**config.mk**
```make
export PLATFORM = sky130hd
export DESIGN_NAME = siggen_top
export DESIGN_NICKNAME = d
export VERILOG_FILES = /design/src/verilog/siggen_regs_pkg.sv /design/src/verilog/siggen_stream_pkg.sv /design/src/verilog/sample_stream_if.sv /design/src/verilog/const_source.sv /design/src/verilog/packet_framer.sv /design/src/verilog/siggen_settings.sv /design/src/verilog/siggen_top.sv /design/src/verilog/sine_tone.sv
export SDC_FILE = /design/constraint.sdc
export NUM_CORES = 1
export LEC_CHECK = 0
export ABC_CLOCK_PERIOD_IN_PS = 5000
export BUFFER_PORTS_ARGS = -buffer_cell sky130_fd_sc_hd__buf_2
export CORE_MARGIN = 4
export CORE_UTILIZATION = 61
export CTS_BUF_LIST = sky130_fd_sc_hd__clkbuf_16
export DETAILED_ROUTE_END_ITERATION = 10
export PLACE_DENSITY = 0.83
export SYNTH_ARGS = -nofsm -noshare
export SYNTH_HDL_FRONTEND = slang
export SYNTH_SLANG_ARGS = --single-unit
export TNS_END_PERCENT = 1
```
**constraint.sdc**
```tcl
create_clock -name ce_clk -period 5 [get_ports ce_clk]
set_input_delay 0 -clock ce_clk [delete_from_list [all_inputs] [get_ports ce_clk]]
set_output_delay 0 -clock ce_clk [all_outputs]
set_load 0.005 [all_outputs]
```
**src/verilog/siggen_regs_pkg.sv**
```systemverilog
////////////////////////////////////////
// Signal generator host register map
// Word addresses, field encodings and reset values
////////////////////////////////////////
package siggen_regs_pkg;

  // Wishbone bus widths
  localparam int WB_ADR_W = 4;
  localparam int WB_DAT_W = 32;

  ////////////////////////////////////////
  // Register word addresses
  ////////////////////////////////////////
  typedef enum logic [WB_ADR_W-1:0] {
    ADDR_WAVEFORM  = 4'd0,
    ADDR_ENABLE    = 4'd1,
    ADDR_AMPLITUDE = 4'd2,
    ADDR_FREQ      = 4'd3,
    ADDR_PKT_SIZE  = 4'd4,
    // Write only, reads back as zero
    ADDR_CLEAR     = 4'd5
  } reg_addr_e;

  // Waveform select field
  typedef enum logic [0:0] {
    WAVE_CONST = 1'b0,
    WAVE_SINE  = 1'b1
  } wave_e;

  ////////////////////////////////////////
  // Reset values
  ////////////////////////////////////////
  localparam wave_e       WAVE_RESET      = WAVE_CONST;
  localparam logic        ENABLE_RESET    = 1'b0;
  localparam logic [31:0] AMPLITUDE_RESET = 32'd0;
  localparam logic [31:0] FREQ_RESET      = 32'd0;
  // Samples per packet
  localparam logic [15:0] PKT_SIZE_RESET  = 16'd16;

endpackage

```
**src/verilog/siggen_stream_pkg.sv**
```systemverilog
////////////////////////////////////////
// Sample stream format
// Component widths, phase width and sine table
////////////////////////////////////////
package siggen_stream_pkg;

  // Complex sample, I in the upper half and Q in the lower
  localparam int SAMPLE_W = 32;
  localparam int COMP_W   = 16;

  // Phase accumulator and frequency word
  localparam int PHASE_W = 32;

  // Packet length field
  localparam int PKT_LEN_W = 16;

  ////////////////////////////////////////
  // Sine lookup table
  ////////////////////////////////////////
  localparam int TABLE_BITS  = 6;
  localparam int TABLE_DEPTH = 1 << TABLE_BITS;

  // Quarter turn, cosine index from sine index
  localparam logic [TABLE_BITS-1:0] COS_OFFSET = 6'd16;

  // One full period, round(32767 * sin(2*pi*k/64))
  localparam logic signed [COMP_W-1:0] SINE_TABLE [TABLE_DEPTH] = '{
         0,   3212,   6393,   9512,  12539,  15446,  18204,  20787,
     23170,  25329,  27245,  28898,  30273,  31356,  32137,  32609,
     32767,  32609,  32137,  31356,  30273,  28898,  27245,  25329,
     23170,  20787,  18204,  15446,  12539,   9512,   6393,   3212,
         0,  -3212,  -6393,  -9512, -12539, -15446, -18204, -20787,
    -23170, -25329, -27245, -28898, -30273, -31356, -32137, -32609,
    -32767, -32609, -32137, -31356, -30273, -28898, -27245, -25329,
    -23170, -20787, -18204, -15446, -12539,  -9512,  -6393,  -3212
  };

endpackage

```
**src/verilog/sample_stream_if.sv**
```systemverilog
////////////////////////////////////////
// Complex sample stream
// Valid/ready handshake with end of packet flag
////////////////////////////////////////
`timescale 1ns/100ps

interface sample_stream_if;

  logic [siggen_stream_pkg::SAMPLE_W-1:0] tdata;
  logic                                   tlast;
  logic                                   tvalid;
  logic                                   tready;

  // Producer side
  modport source (
    output tdata, tlast, tvalid,
    input  tready
  );

  // Consumer side
  modport sink (
    input  tdata, tlast, tvalid,
    output tready
  );

endinterface

```
**src/verilog/const_source.sv**
```systemverilog
////////////////////////////////////////
// Constant source
// Repeats the programmed amplitude sample
////////////////////////////////////////
`timescale 1ns/100ps

module const_source (
  input  logic                                   ce_clk,
  input  logic                                   i_reset,
  input  logic                                   i_clear,
  input  logic [siggen_stream_pkg::SAMPLE_W-1:0] i_amplitude,
  sample_stream_if.source                        o_stream
);

  logic [siggen_stream_pkg::SAMPLE_W-1:0] amp_q;
  logic                                   valid_q;
  logic                                   xfer;

  assign xfer = valid_q && o_stream.tready;

  // New amplitude only picked up once the current sample is taken
  always_ff @(posedge ce_clk) begin
    if (i_reset || i_clear || xfer) begin
      amp_q <= i_amplitude;
    end
  end

  always_ff @(posedge ce_clk) begin
    if (i_reset) begin
      valid_q <= 1'b0;
    end else begin
      valid_q <= 1'b1;
    end
  end

  assign o_stream.tdata  = amp_q;
  assign o_stream.tvalid = valid_q;
  assign o_stream.tlast  = 1'b0;

endmodule

```
**src/verilog/packet_framer.sv**
```systemverilog
////////////////////////////////////////
// Packet framer
// Counts transfers and flags the last sample of each packet
////////////////////////////////////////
`timescale 1ns/100ps

module packet_framer (
  input  logic                                    ce_clk,
  input  logic                                    i_reset,
  input  logic                                    i_clear,
  input  logic [siggen_stream_pkg::PKT_LEN_W-1:0] i_pkt_size,
  sample_stream_if.sink                           i_stream,
  sample_stream_if.source                         o_stream
);

  logic [siggen_stream_pkg::PKT_LEN_W-1:0] pkt_len;
  logic [siggen_stream_pkg::PKT_LEN_W-1:0] count;
  logic                                    last_beat;
  logic                                    tlast_out;
  logic                                    xfer;

  // Zero length behaves as one sample per packet
  assign pkt_len = (i_pkt_size == '0) ?
                   {{(siggen_stream_pkg::PKT_LEN_W-1){1'b0}}, 1'b1} : i_pkt_size;

  // Greater-or-equal so a shrunk size still ends the packet
  assign last_beat = (count >= pkt_len - 1'b1);
  assign tlast_out = last_beat || i_stream.tlast;

  assign xfer = i_stream.tvalid && o_stream.tready;

  ////////////////////////////////////////
  // Sample counter
  ////////////////////////////////////////
  always_ff @(posedge ce_clk) begin
    if (i_reset || i_clear) begin
      count <= '0;
    end else if (xfer) begin
      if (tlast_out) begin
        count <= '0;
      end else begin
        count <= count + 1'b1;
      end
    end
  end

  // Pass-through handshake and data
  assign o_stream.tdata  = i_stream.tdata;
  assign o_stream.tvalid = i_stream.tvalid;
  assign o_stream.tlast  = tlast_out;
  assign i_stream.tready = o_stream.tready;

  // Count in range unless the size was just reprogrammed
  a_count_range: assert property (@(posedge ce_clk) disable iff (i_reset)
    (count < pkt_len) |=> ((count < pkt_len) || $changed(i_pkt_size)));

endmodule

```
**src/verilog/siggen_settings.sv**
```systemverilog
////////////////////////////////////////
// Signal generator settings
// Wishbone classic slave with register file,
// readback and clear pulse
////////////////////////////////////////
`timescale 1ns/100ps

module siggen_settings (
  input  logic                                    ce_clk,
  input  logic                                    i_reset,
  input  logic                                    i_wb_cyc,
  input  logic                                    i_wb_stb,
  input  logic                                    i_wb_we,
  input  logic [siggen_regs_pkg::WB_ADR_W-1:0]    i_wb_adr,
  input  logic [siggen_regs_pkg::WB_DAT_W-1:0]    i_wb_dat,
  output logic [siggen_regs_pkg::WB_DAT_W-1:0]    o_wb_dat,
  output logic                                    o_wb_ack,
  output siggen_regs_pkg::wave_e                  o_wave,
  output logic                                    o_enable,
  output logic [siggen_stream_pkg::SAMPLE_W-1:0]  o_amplitude,
  output logic [siggen_stream_pkg::PHASE_W-1:0]   o_freq,
  output logic [siggen_stream_pkg::PKT_LEN_W-1:0] o_pkt_size,
  output logic                                    o_clear
);

  siggen_regs_pkg::reg_addr_e              addr;
  logic                                    wb_req;
  logic                                    wb_wr;
  logic [siggen_regs_pkg::WB_DAT_W-1:0]    rd_data;

  assign addr = siggen_regs_pkg::reg_addr_e'(i_wb_adr);

  // New access, not yet acknowledged
  assign wb_req = i_wb_cyc && i_wb_stb && !o_wb_ack;
  assign wb_wr  = wb_req && i_wb_we;

  ////////////////////////////////////////
  // Register file
  ////////////////////////////////////////
  always_ff @(posedge ce_clk) begin
    if (i_reset) begin
      o_wb_ack    <= 1'b0;
      o_wave      <= siggen_regs_pkg::WAVE_RESET;
      o_enable    <= siggen_regs_pkg::ENABLE_RESET;
      o_amplitude <= siggen_regs_pkg::AMPLITUDE_RESET;
      o_freq      <= siggen_regs_pkg::FREQ_RESET;
      o_pkt_size  <= siggen_regs_pkg::PKT_SIZE_RESET;
      o_clear     <= 1'b0;
    end else begin
      o_wb_ack <= wb_req;
      o_clear  <= 1'b0;
      if (wb_wr) begin
        case (addr)
          siggen_regs_pkg::ADDR_WAVEFORM:  o_wave <= siggen_regs_pkg::wave_e'(i_wb_dat[0]);
          siggen_regs_pkg::ADDR_ENABLE:    o_enable <= i_wb_dat[0];
          siggen_regs_pkg::ADDR_AMPLITUDE: o_amplitude <= i_wb_dat;
          siggen_regs_pkg::ADDR_FREQ:      o_freq <= i_wb_dat;
          siggen_regs_pkg::ADDR_PKT_SIZE:
            o_pkt_size <= i_wb_dat[siggen_stream_pkg::PKT_LEN_W-1:0];
          siggen_regs_pkg::ADDR_CLEAR:     o_clear <= 1'b1;
          default: ;
        endcase
      end
    end
  end

  // Readback mux
  always_comb begin
    rd_data = '0;
    case (addr)
      siggen_regs_pkg::ADDR_WAVEFORM:  rd_data[0] = o_wave;
      siggen_regs_pkg::ADDR_ENABLE:    rd_data[0] = o_enable;
      siggen_regs_pkg::ADDR_AMPLITUDE: rd_data = o_amplitude;
      siggen_regs_pkg::ADDR_FREQ:      rd_data = o_freq;
      siggen_regs_pkg::ADDR_PKT_SIZE:
        rd_data[siggen_stream_pkg::PKT_LEN_W-1:0] = o_pkt_size;
      default:                         rd_data = '0;
    endcase
  end

  always_ff @(posedge ce_clk) begin
    if (wb_req) begin
      o_wb_dat <= rd_data;
    end
  end

  // Single cycle ack per access
  a_ack_single: assert property (@(posedge ce_clk) disable iff (i_reset)
    o_wb_ack |=> !o_wb_ack);

  // Clear is a one cycle strobe
  a_clear_pulse: assert property (@(posedge ce_clk) disable iff (i_reset)
    o_clear |=> !o_clear);

endmodule

```
**src/verilog/siggen_top.sv**
```systemverilog
////////////////////////////////////////
// Signal generator top level
// Settings, sources, waveform select and packet framer
////////////////////////////////////////
`timescale 1ns/100ps

module siggen_top (
  input  logic                                   ce_clk,
  input  logic                                   i_reset,
  // Host bus
  input  logic                                   i_wb_cyc,
  input  logic                                   i_wb_stb,
  input  logic                                   i_wb_we,
  input  logic [siggen_regs_pkg::WB_ADR_W-1:0]   i_wb_adr,
  input  logic [siggen_regs_pkg::WB_DAT_W-1:0]   i_wb_dat,
  output logic [siggen_regs_pkg::WB_DAT_W-1:0]   o_wb_dat,
  output logic                                   o_wb_ack,
  // Output sample stream
  output logic [siggen_stream_pkg::SAMPLE_W-1:0] o_tdata,
  output logic                                   o_tlast,
  output logic                                   o_tvalid,
  input  logic                                   i_tready
);

  siggen_regs_pkg::wave_e                  wave;
  logic                                    enable;
  logic [siggen_stream_pkg::SAMPLE_W-1:0]  amplitude;
  logic [siggen_stream_pkg::PHASE_W-1:0]   freq;
  logic [siggen_stream_pkg::PKT_LEN_W-1:0] pkt_size;
  logic                                    clear;
  logic                                    sel_sine;

  sample_stream_if sine_if ();
  sample_stream_if const_if ();
  sample_stream_if sel_if ();
  sample_stream_if framed_if ();

  siggen_settings u_settings (
    .ce_clk      (ce_clk),
    .i_reset     (i_reset),
    .i_wb_cyc    (i_wb_cyc),
    .i_wb_stb    (i_wb_stb),
    .i_wb_we     (i_wb_we),
    .i_wb_adr    (i_wb_adr),
    .i_wb_dat    (i_wb_dat),
    .o_wb_dat    (o_wb_dat),
    .o_wb_ack    (o_wb_ack),
    .o_wave      (wave),
    .o_enable    (enable),
    .o_amplitude (amplitude),
    .o_freq      (freq),
    .o_pkt_size  (pkt_size),
    .o_clear     (clear)
  );

  sine_tone u_sine (
    .ce_clk   (ce_clk),
    .i_reset  (i_reset),
    .i_clear  (clear),
    .i_freq   (freq),
    .o_stream (sine_if.source)
  );

  const_source u_const (
    .ce_clk      (ce_clk),
    .i_reset     (i_reset),
    .i_clear     (clear),
    .i_amplitude (amplitude),
    .o_stream    (const_if.source)
  );

  ////////////////////////////////////////
  // Waveform select and enable gating
  ////////////////////////////////////////
  assign sel_sine = (wave == siggen_regs_pkg::WAVE_SINE);

  assign sel_if.tdata  = sel_sine ? sine_if.tdata : const_if.tdata;
  assign sel_if.tlast  = sel_sine ? sine_if.tlast : const_if.tlast;
  assign sel_if.tvalid = (sel_sine ? sine_if.tvalid : const_if.tvalid) && enable;

  // Unselected source stalls
  assign sine_if.tready  = sel_sine && enable && sel_if.tready;
  assign const_if.tready = !sel_sine && enable && sel_if.tready;

  packet_framer u_framer (
    .ce_clk     (ce_clk),
    .i_reset    (i_reset),
    .i_clear    (clear),
    .i_pkt_size (pkt_size),
    .i_stream   (sel_if.sink),
    .o_stream   (framed_if.source)
  );

  assign o_tdata          = framed_if.tdata;
  assign o_tlast          = framed_if.tlast;
  assign o_tvalid         = framed_if.tvalid;
  assign framed_if.tready = i_tready;

endmodule

```
**src/verilog/sine_tone.sv**
```systemverilog
////////////////////////////////////////
// Sine tone source
// Phase accumulator and table lookup, {cos, sin} samples
////////////////////////////////////////
`timescale 1ns/100ps

module sine_tone (
  input  logic                                  ce_clk,
  input  logic                                  i_reset,
  input  logic                                  i_clear,
  input  logic [siggen_stream_pkg::PHASE_W-1:0] i_freq,
  sample_stream_if.source                       o_stream
);

  logic [siggen_stream_pkg::PHASE_W-1:0]  phase;
  logic [siggen_stream_pkg::PHASE_W-1:0]  next_phase;
  logic [siggen_stream_pkg::SAMPLE_W-1:0] sample_q;
  logic                                   valid_q;
  logic                                   xfer;

  // Table lookup from the top bits of the phase
  function automatic logic [siggen_stream_pkg::SAMPLE_W-1:0] lookup(
    input logic [siggen_stream_pkg::PHASE_W-1:0] ph
  );
    logic [siggen_stream_pkg::TABLE_BITS-1:0] sin_idx;
    logic [siggen_stream_pkg::TABLE_BITS-1:0] cos_idx;
    sin_idx = ph[siggen_stream_pkg::PHASE_W-1 -: siggen_stream_pkg::TABLE_BITS];
    // Index wraps modulo table depth
    cos_idx = sin_idx + siggen_stream_pkg::COS_OFFSET;
    return {siggen_stream_pkg::SINE_TABLE[cos_idx], siggen_stream_pkg::SINE_TABLE[sin_idx]};
  endfunction

  assign xfer       = valid_q && o_stream.tready;
  assign next_phase = phase + i_freq;

  ////////////////////////////////////////
  // Phase and output register
  ////////////////////////////////////////
  always_ff @(posedge ce_clk) begin
    if (i_reset || i_clear) begin
      phase    <= '0;
      sample_q <= lookup('0);
    end else if (xfer) begin
      phase    <= next_phase;
      sample_q <= lookup(next_phase);
    end
  end

  // Sample offered from the cycle after reset
  always_ff @(posedge ce_clk) begin
    if (i_reset) begin
      valid_q <= 1'b0;
    end else begin
      valid_q <= 1'b1;
    end
  end

  assign o_stream.tdata  = sample_q;
  assign o_stream.tvalid = valid_q;
  assign o_stream.tlast  = 1'b0;

  // Held sample does not change under back-pressure
  a_hold_data: assert property (@(posedge ce_clk) disable iff (i_reset)
    (o_stream.tvalid && !o_stream.tready && !i_clear) |=> $stable(o_stream.tdata));

endmodule
```
; ---- After elaboration in Yosys (flattened, before gate mapping)
; Memories as Yosys holds them, arrays and structs flattened. A register that Yosys moved wholly into a read port is not among the register bits.
; Index checks and enable logic that the tools add are counted.
; Widths: inputs -> output; s select.
[classes]
add_sub_neg = 4
magnitude_cmp = 1
eq_ne = 5
n_mux = 8
bitwise = 3
reduce_logical = 23
[ops]
columns = operator, count
row1 = $pmux 15 s3, 1
row2 = $add 32x32->32, 1
row3 = $mux 16, 2
row4 = $mux 32, 1
row5 = $pmux 16 s2, 1
row6 = $add 16x1->16 const B, 1
row7 = $ge 16x16->1, 1
row8 = $logic_not 16->1, 1
row9 = $sub 16x1->16 const B, 1
row10 = $not 6->7, 2
row11 = $logic_and 1x1->1, 11
row12 = $reduce_and 2->1, 5
row13 = $eq 4x2->1 const B, 2
row14 = $eq 4x3->1 const B, 2
row15 = $add 6x5->6 const B, 1
row16 = $pmux 1 s5, 1
row17 = $eq 4x1->1 const B, 1
row18 = $logic_not 4->1, 1
row19 = $logic_not 1->1, 2
row20 = $logic_or 1x1->1, 2
row21 = $mux 1, 2
row22 = $reduce_or 2->1, 1
row23 = $not 1->1, 1
[totals]
register_bits = 197
mem_bits_ro = 2048
input_bits = 42
output_inout_bits = 67
elab_cells = 58
memories = 2
[mem_list]
columns = memory, depth, word_bits, rd, rd_ports_with_merged_regs, write_ports, line_no
row1 = (name not given), 64, 16, 1, 1, 0, sine_tone.sv:30  ; return {siggen_stream_pkg::SINE_TABLE[cos_idx], siggen_stream_pkg::SINE_TABLE[sin_idx]};
row2 = (name not given), 64, 16, 1, 1, 0, sine_tone.sv:30

; ---- Logic depth before layout (Yosys ltp)
[logic_depth]
ltp_word = 5
mapped_depth = 19
depth_no_buf = 18

; ---- By module
; From an unflattened synthesis, not the netlist that was laid out.
[unflattened]
hier_cells = 1551
hier_area_um2 = 14249.9
[modules_own_cells]
columns = module, n_inst, cells_per_inst, area_each_um2, seq_area_each_um2
row1 = sine_tone, 1, 836, 5999.5, 1301.2
row2 = siggen_settings, 1, 429, 4889.7, 2642.5
row3 = packet_framer, 1, 207, 1783.0, 320.3
row4 = const_source, 1, 37, 1004.7, 980.9
row5 = siggen_top, 1, 42, 573.0, 0.0

; ---- Worst setup path before layout
; No wires, ideal clock.
[synth_path]
path_kind = register to register
from = register u_settings.o_pkt_size[6] in the netlist's numbering
to = register u_framer.count[10] in the netlist's numbering
setup_time_ns = 0.065
arrival_ns = 4.101
t_required_ns = 4.935
slack_ns = 0.834
path_stages_with_launch = 19
path_buffers = 1
path_cell_list = dfxtp_1 > or4_1 > nor4_1 > nand2b_1 > nor3_1 > a21oi_1 > ha_1 > ha_1 > a21o_1 > a21o_1 > a21o_1 > a21o_1 > a21o_1 > a211oi_1 > o21ai_0 > a31oi_1 > o21ai_1 > clkbuf_1 > nor2_1
[synth_via]
elab_chain_len = 5
[synth_rtl]
columns = element, line_no
row1 = "start, declared", siggen_settings.sv:22  ; output logic [siggen_stream_pkg::PKT_LEN_W-1:0] o_pkt_size,
row2 = "start signal, assigned", siggen_settings.sv:47  ; o_pkt_size <= siggen_regs_pkg::PKT_SIZE_RESET;
row3 = "start signal, assigned", siggen_settings.sv:59  ; o_pkt_size <= i_wb_dat[siggen_stream_pkg::PKT_LEN_W-1:0];
row4 = $logic_not 16->1, packet_framer.sv:23  ; assign pkt_len = (i_pkt_size == '0) ?
row5 = $mux 16 *, packet_framer.sv:23
row6 = $sub 16x1->16 *, packet_framer.sv:27  ; assign last_beat = (count >= pkt_len - 1'b1);
row7 = $ge 16x16->1 *, packet_framer.sv:27
row8 = $mux 16 *, packet_framer.sv:39  ; if (tlast_out) begin
row9 = "end signal, assigned", packet_framer.sv:42  ; count <= count + 1'b1;
row10 = "end, declared", packet_framer.sv:17  ; logic [siggen_stream_pkg::PKT_LEN_W-1:0] count;
; Mark *: on every way between the ends. The rest lies on a longest branch, timed or not.
; A chain may end at the register's enable or synchronous reset.

; ---- Worst setup path in the final report
[layout_path]
from = register u_settings.o_pkt_size[6] in the netlist's numbering
to = output port o_tlast
[layout_via]
elab_chain_len = 4
[layout_rtl]
columns = element, line_no
row1 = $logic_not 16->1, packet_framer.sv:23
row2 = $mux 16 *, packet_framer.sv:23
row3 = $sub 16x1->16 *, packet_framer.sv:27
row4 = $ge 16x16->1 *, packet_framer.sv:27
row5 = "end, declared", siggen_top.sv:20  ; output logic o_tlast,
; Marked as above.

==> Flow_metrics.wiki <==
{| class="wikitable"
! Metric !! Value
|-
| Run status || completed
|-
| Max Fclk || 0.217 GHz
|-
| Antenna violations before repair || 2
|-
| VDD IR-drop max || 0.318 mV
|-
| Initial drt markers || 1484
|-
| Reg-to-reg setup timing slack || 0.43 ns
|-
| Number of distinct standard cells referenced by the synthesized netlist || 81
|-
| Worst R2R Path Depth || 17
|-
| Insertion delay of the later-clocked pin in the worst-skew pair || 0.55 ns
|-
| Share of the clock period used by the worst path after layout || 92.4%
|-
| Count of final setup violators || 0
|-
| Total count of hold-check failures in the final report || 0
|-
| Synthesis-to-layout area growth || 15.3%
|-
| Input/output buffers || 108
|-
| Share of layout cells above drive strength 1 || 15.0%
|-
| Cell with the biggest individual delay on the critical path || or4_1
|-
| Sum Neg Setup Slack || 0 ns
|-
| Ranking of synthesized cells by area || dfxtp_1, edfxtp_1, nand2_1
|-
| CP Data Required Time || 5.00 ns
|-
| Yosys warns || 0
|-
| Core Footprint || 20400 um2
|-
| Cells traversed along the worst timing path || or4_1 > nor4_1 > nand2b_1 > nor3_2 > a21oi_1 > ha_1 > ha_1 > a21o_1 > a21o_1 > a21o_1 > a21o_1 > a21o_1 > a211oi_1 > o21ai_0 > a31oi_1 > inv_1 > buf_2
|-
| Number of nets in the layout || about 1700
|-
| Mean instance size in the synthesized netlist || 8.45 um2
|-
| CP Capture Type || output port
|-
| Critical path start-end classification || reg2out
|-
| Horizontal die dimension || 153 um
|-
| Gr ovfl total || 0
|-
| Endpoint with the worst hold slack || u_settings.o_clear
|-
| Most frequently used flop master after synthesis || dfxtp_1
|-
| Post-synthesis instance area || 12800 um2
|-
| Global-route wire length before repair || 64.9 mm
|-
| Overall global routing resource usage || 34.2%
|-
| CTS max path bufs || 3
|-
| Startpoint type of the worst setup path || register
|-
| Startpoint of the most critical hold path || i_wb_cyc
|-
| Post-synthesis cell count || 1516
|-
| Reg clk slew, reported paths || 0.06 ns
|-
| Total count of max-transition violations in the final report || 0
|-
| Most numerous cell types in the synthesized netlist || nand2_1, a21oi_1, dfxtp_1
|-
| Most common cell type on the critical path || a21o_1
|-
| Share of Yosys cell area claimed by the top area cell type || 25.8%
|-
| Final wirelength || 41.9 mm
|-
| Clk sink count || 229
|-
| Worst Tran Pin Value || 1.22 ns
|-
| Power density over the cells || about 260 nW/um2
|-
| Share of flip-flops with an asynchronous set or reset after synthesis || 0%
|-
| Delay contributed by the slowest stage of the critical path || 0.61 ns
|-
| DRC violations left || 0
|-
| Total of max-cap violations || 0
|-
| Proportion of synthesized chip area in sequential cells || slightly above 40%
|-
| CTS tree || built
|-
| Post-synthesis cell type with the largest combined area || dfxtp_1
|-
| Mean number of vias per cell || roughly 6.5
|-
| Root buffer cell || clkbuf_16
|-
| Total nets after synthesis || roughly 1600
|-
| Most numerous cell in the Yosys netlist || nand2_1
|-
| FF-to-FF End || u_sine.o_stream.tdata[29]
|-
| Largest net degree at the start of global routing || 84
|-
| Initial Util || a little over three fifths
|-
| Hold Worst Slack || 0.0436 ns
|-
| Placed inst area || between 10000 and 15000 um2
|-
| DRT Pass-1 Iters || 6
|-
| Worst clock skew || 0.0356 ns
|-
| Number of cells on the worst hold path || 5
|-
| Setup repair after global routing missed its margin || false
|-
| Post-synthesis sequential element count || 229
|-
| Count of standard-cell rows || 52
|-
| Remaining antenna violation count after routing || 0
|-
| Number of H-tree levels || 1
|-
| Wire length per cell after detailed routing || 21.9 um
|-
| RR Startpoint || u_settings.o_freq[0]
|-
| Final critical-path required period || 4.62 ns
|-
| Dpl hpwl || between 20 and 30 mm
|-
| Number of buffers inserted by post-CTS setup repair || 0
|-
| Placer's final routability congestion estimate || roughly 1.1
|-
| Signal arrival time at the worst endpoint || 4.62 ns
|-
| Vertical die dimension || 153 um
|-
| Number of flops mapped to enable cells by yosys || 64
|-
| Largest fanout of any net on the critical path || 7
|-
| Leak Pwr || 5.90 nW
|-
| Relative slew slack || about 18%
|-
| Number of I/O pins || roughly 110
|-
| DR vias || roughly 12000
|-
| Final cell area excluding filler cells || between 10000 and 15000 um2
|-
| Classification of the worst-slack hold path || in2reg
|-
| Number of global-route vias before repair || 11700
|-
| Number of buffers added by the clock tree synthesis step || 24
|-
| Die area || 23400 um2
|-
| Final core utilization || 72.3%
|}
area by class of cell:
| class | instances | area, um2 |
|---|---|---|
| multi-input cells | 1143 | 7030 |
| fillers | 1550 | 5660 |
| flip-flops and latches | 229 | 5230 |
| repair buffers | 186 | 1240 |
| clock buffers | 24 | 601 |
| well taps | 270 | 338 |
| clock inverters | 20 | 176 |
| inverters | 40 | 154 |
| diodes | 1 | 2.50 |
kinds of logic (layout without fill, tap and decap cells):
group / after synthesis / count (layout) / synth area share [%]
XOR/XNOR: 51 / 51 / 3.60
flip-flops: 229 / 229 / 40.8
buffers and inverters: 144 / 270 / 4.62
other: 0 / 1 / 0
multiplexers: 56 / 56 / 5.20
adder cells (fa/ha/maj): 58 / 58 / 5.72
AND/OR/NAND/NOR: 538 / 538 / 18.1
AO/OA/AOI/OAI: 440 / 440 / 22.0
per-layer routing:
layer	part of all wire (%)	track usage (%)	wire, um	up-vias
met4	3.6	12.1	1520	2
met5	0.031	0	13	-
met1	40	46.8	16800	5889
met2	45	54.2	19000	776
li1	-	-	-	5682
met3	11	7.04	4650	123
how the worst max path moves through the flow:
stage                              from  slack [ns]  cells past startpoint                  to
2_1_floorplan  u_settings.o_pkt_size[6]        0.83                     18  u_framer.count[10]
3_3_place_gp   u_settings.o_pkt_size[6]        0.55                     17   u_framer.count[0]
3_5_place_dp   u_settings.o_pkt_size[6]        0.36                     17   u_framer.count[5]
4_1_cts        u_settings.o_pkt_size[6]        0.27                     17             o_tlast
5_1_grt        u_settings.o_pkt_size[6]        0.06                     17             o_tlast
6_report       u_settings.o_pkt_size[6]        0.38                     17             o_tlast
through the flow:
stage	setup WS (ns)	cells	power, mW
floorplan	0.834	1516	2.05
finish	0.382	1913	3.88
global route	0.0603	1912	3.97
detailed placement	0.365	1826	2.13
global placement	0.553	1826	2.12
CTS	0.274	1912	3.87
timing repair:
| action | in CTS | in global routing |
|---|---|---|
| hold endpoints to repair | 85 | 0 |
| setup endpoints to repair | 0 | 6 |
| hold buffers | 42 | 0 |
| resized for setup | 0 | 2 |
flip-flops by register name, summed over array words and instances, names as in the netlist:
| register | flops |
|---|---|
| u_const.o_stream.tdata | 32 |
| u_sine.phase | 32 |
| u_settings.o_pkt_size | 16 |
| u_settings.o_clear | 1 |
| u_framer.count | 16 |
| u_settings.o_amplitude | 32 |
| u_settings.o_wave | 1 |
| u_settings.o_wb_dat | 32 |
| u_sine.o_stream.tvalid | 1 |
| u_settings.o_wb_ack | 1 |
| u_settings.o_freq | 32 |
| u_sine.o_stream.tdata | 32 |
| u_settings.o_enable | 1 |
layout by cell type, fill, tap and decap left out, types with 6 or more instances in the layout:
master | netlist | routed
a211oi_1 | 14 | 14
a21o_1 | 23 | 23
a21oi_1 | 180 | 180
a221oi_1 | 7 | 7
a222oi_1 | 16 | 16
a22o_1 | 18 | 18
a22oi_1 | 10 | 10
a31oi_1 | 8 | 8
and3_1 | 13 | 13
buf_2 | 8 | 108
buf_4 | 1 | 35
clkbuf_16 | 0 | 24
clkinv_1 | 1 | 6
dfxtp_1 | 165 | 165
dlygate4sd3_1 | 0 | 42
edfxtp_1 | 64 | 64
ha_1 | 57 | 57
inv_1 | 39 | 43
mux2_2 | 34 | 34
mux2i_1 | 17 | 17
nand2_1 | 294 | 293
nand2b_1 | 7 | 7
nand3_1 | 34 | 34
nand4_1 | 13 | 13
nor2_1 | 104 | 102
nor3_1 | 30 | 28
nor4_1 | 7 | 7
o211ai_1 | 19 | 19
o21ai_0 | 53 | 52
o21ai_1 | 17 | 17
o221ai_1 | 6 | 6
o22ai_1 | 15 | 15
or3_1 | 12 | 12
xnor2_1 | 24 | 23
xor2_1 | 25 | 25
report_power, final:
group          internal, mW  switching, mW  leakage [nW]
logic                0.0718          0.107          3.54
registers              1.93         0.0129          1.96
clock network         0.989          0.772         0.396
critical path: cells and delay by family (launching register included):
| family | cells | cell delay, ns |
|---|---|---|
| simple gates | 4 | 1.33 |
| flops | 1 | 0.37 |
| buf+inv | 2 | 0.24 |
| fa+ha+maj | 2 | 0.58 |
| compound gates | 9 | 1.59 |
Power figures use the tool's default switching activity.
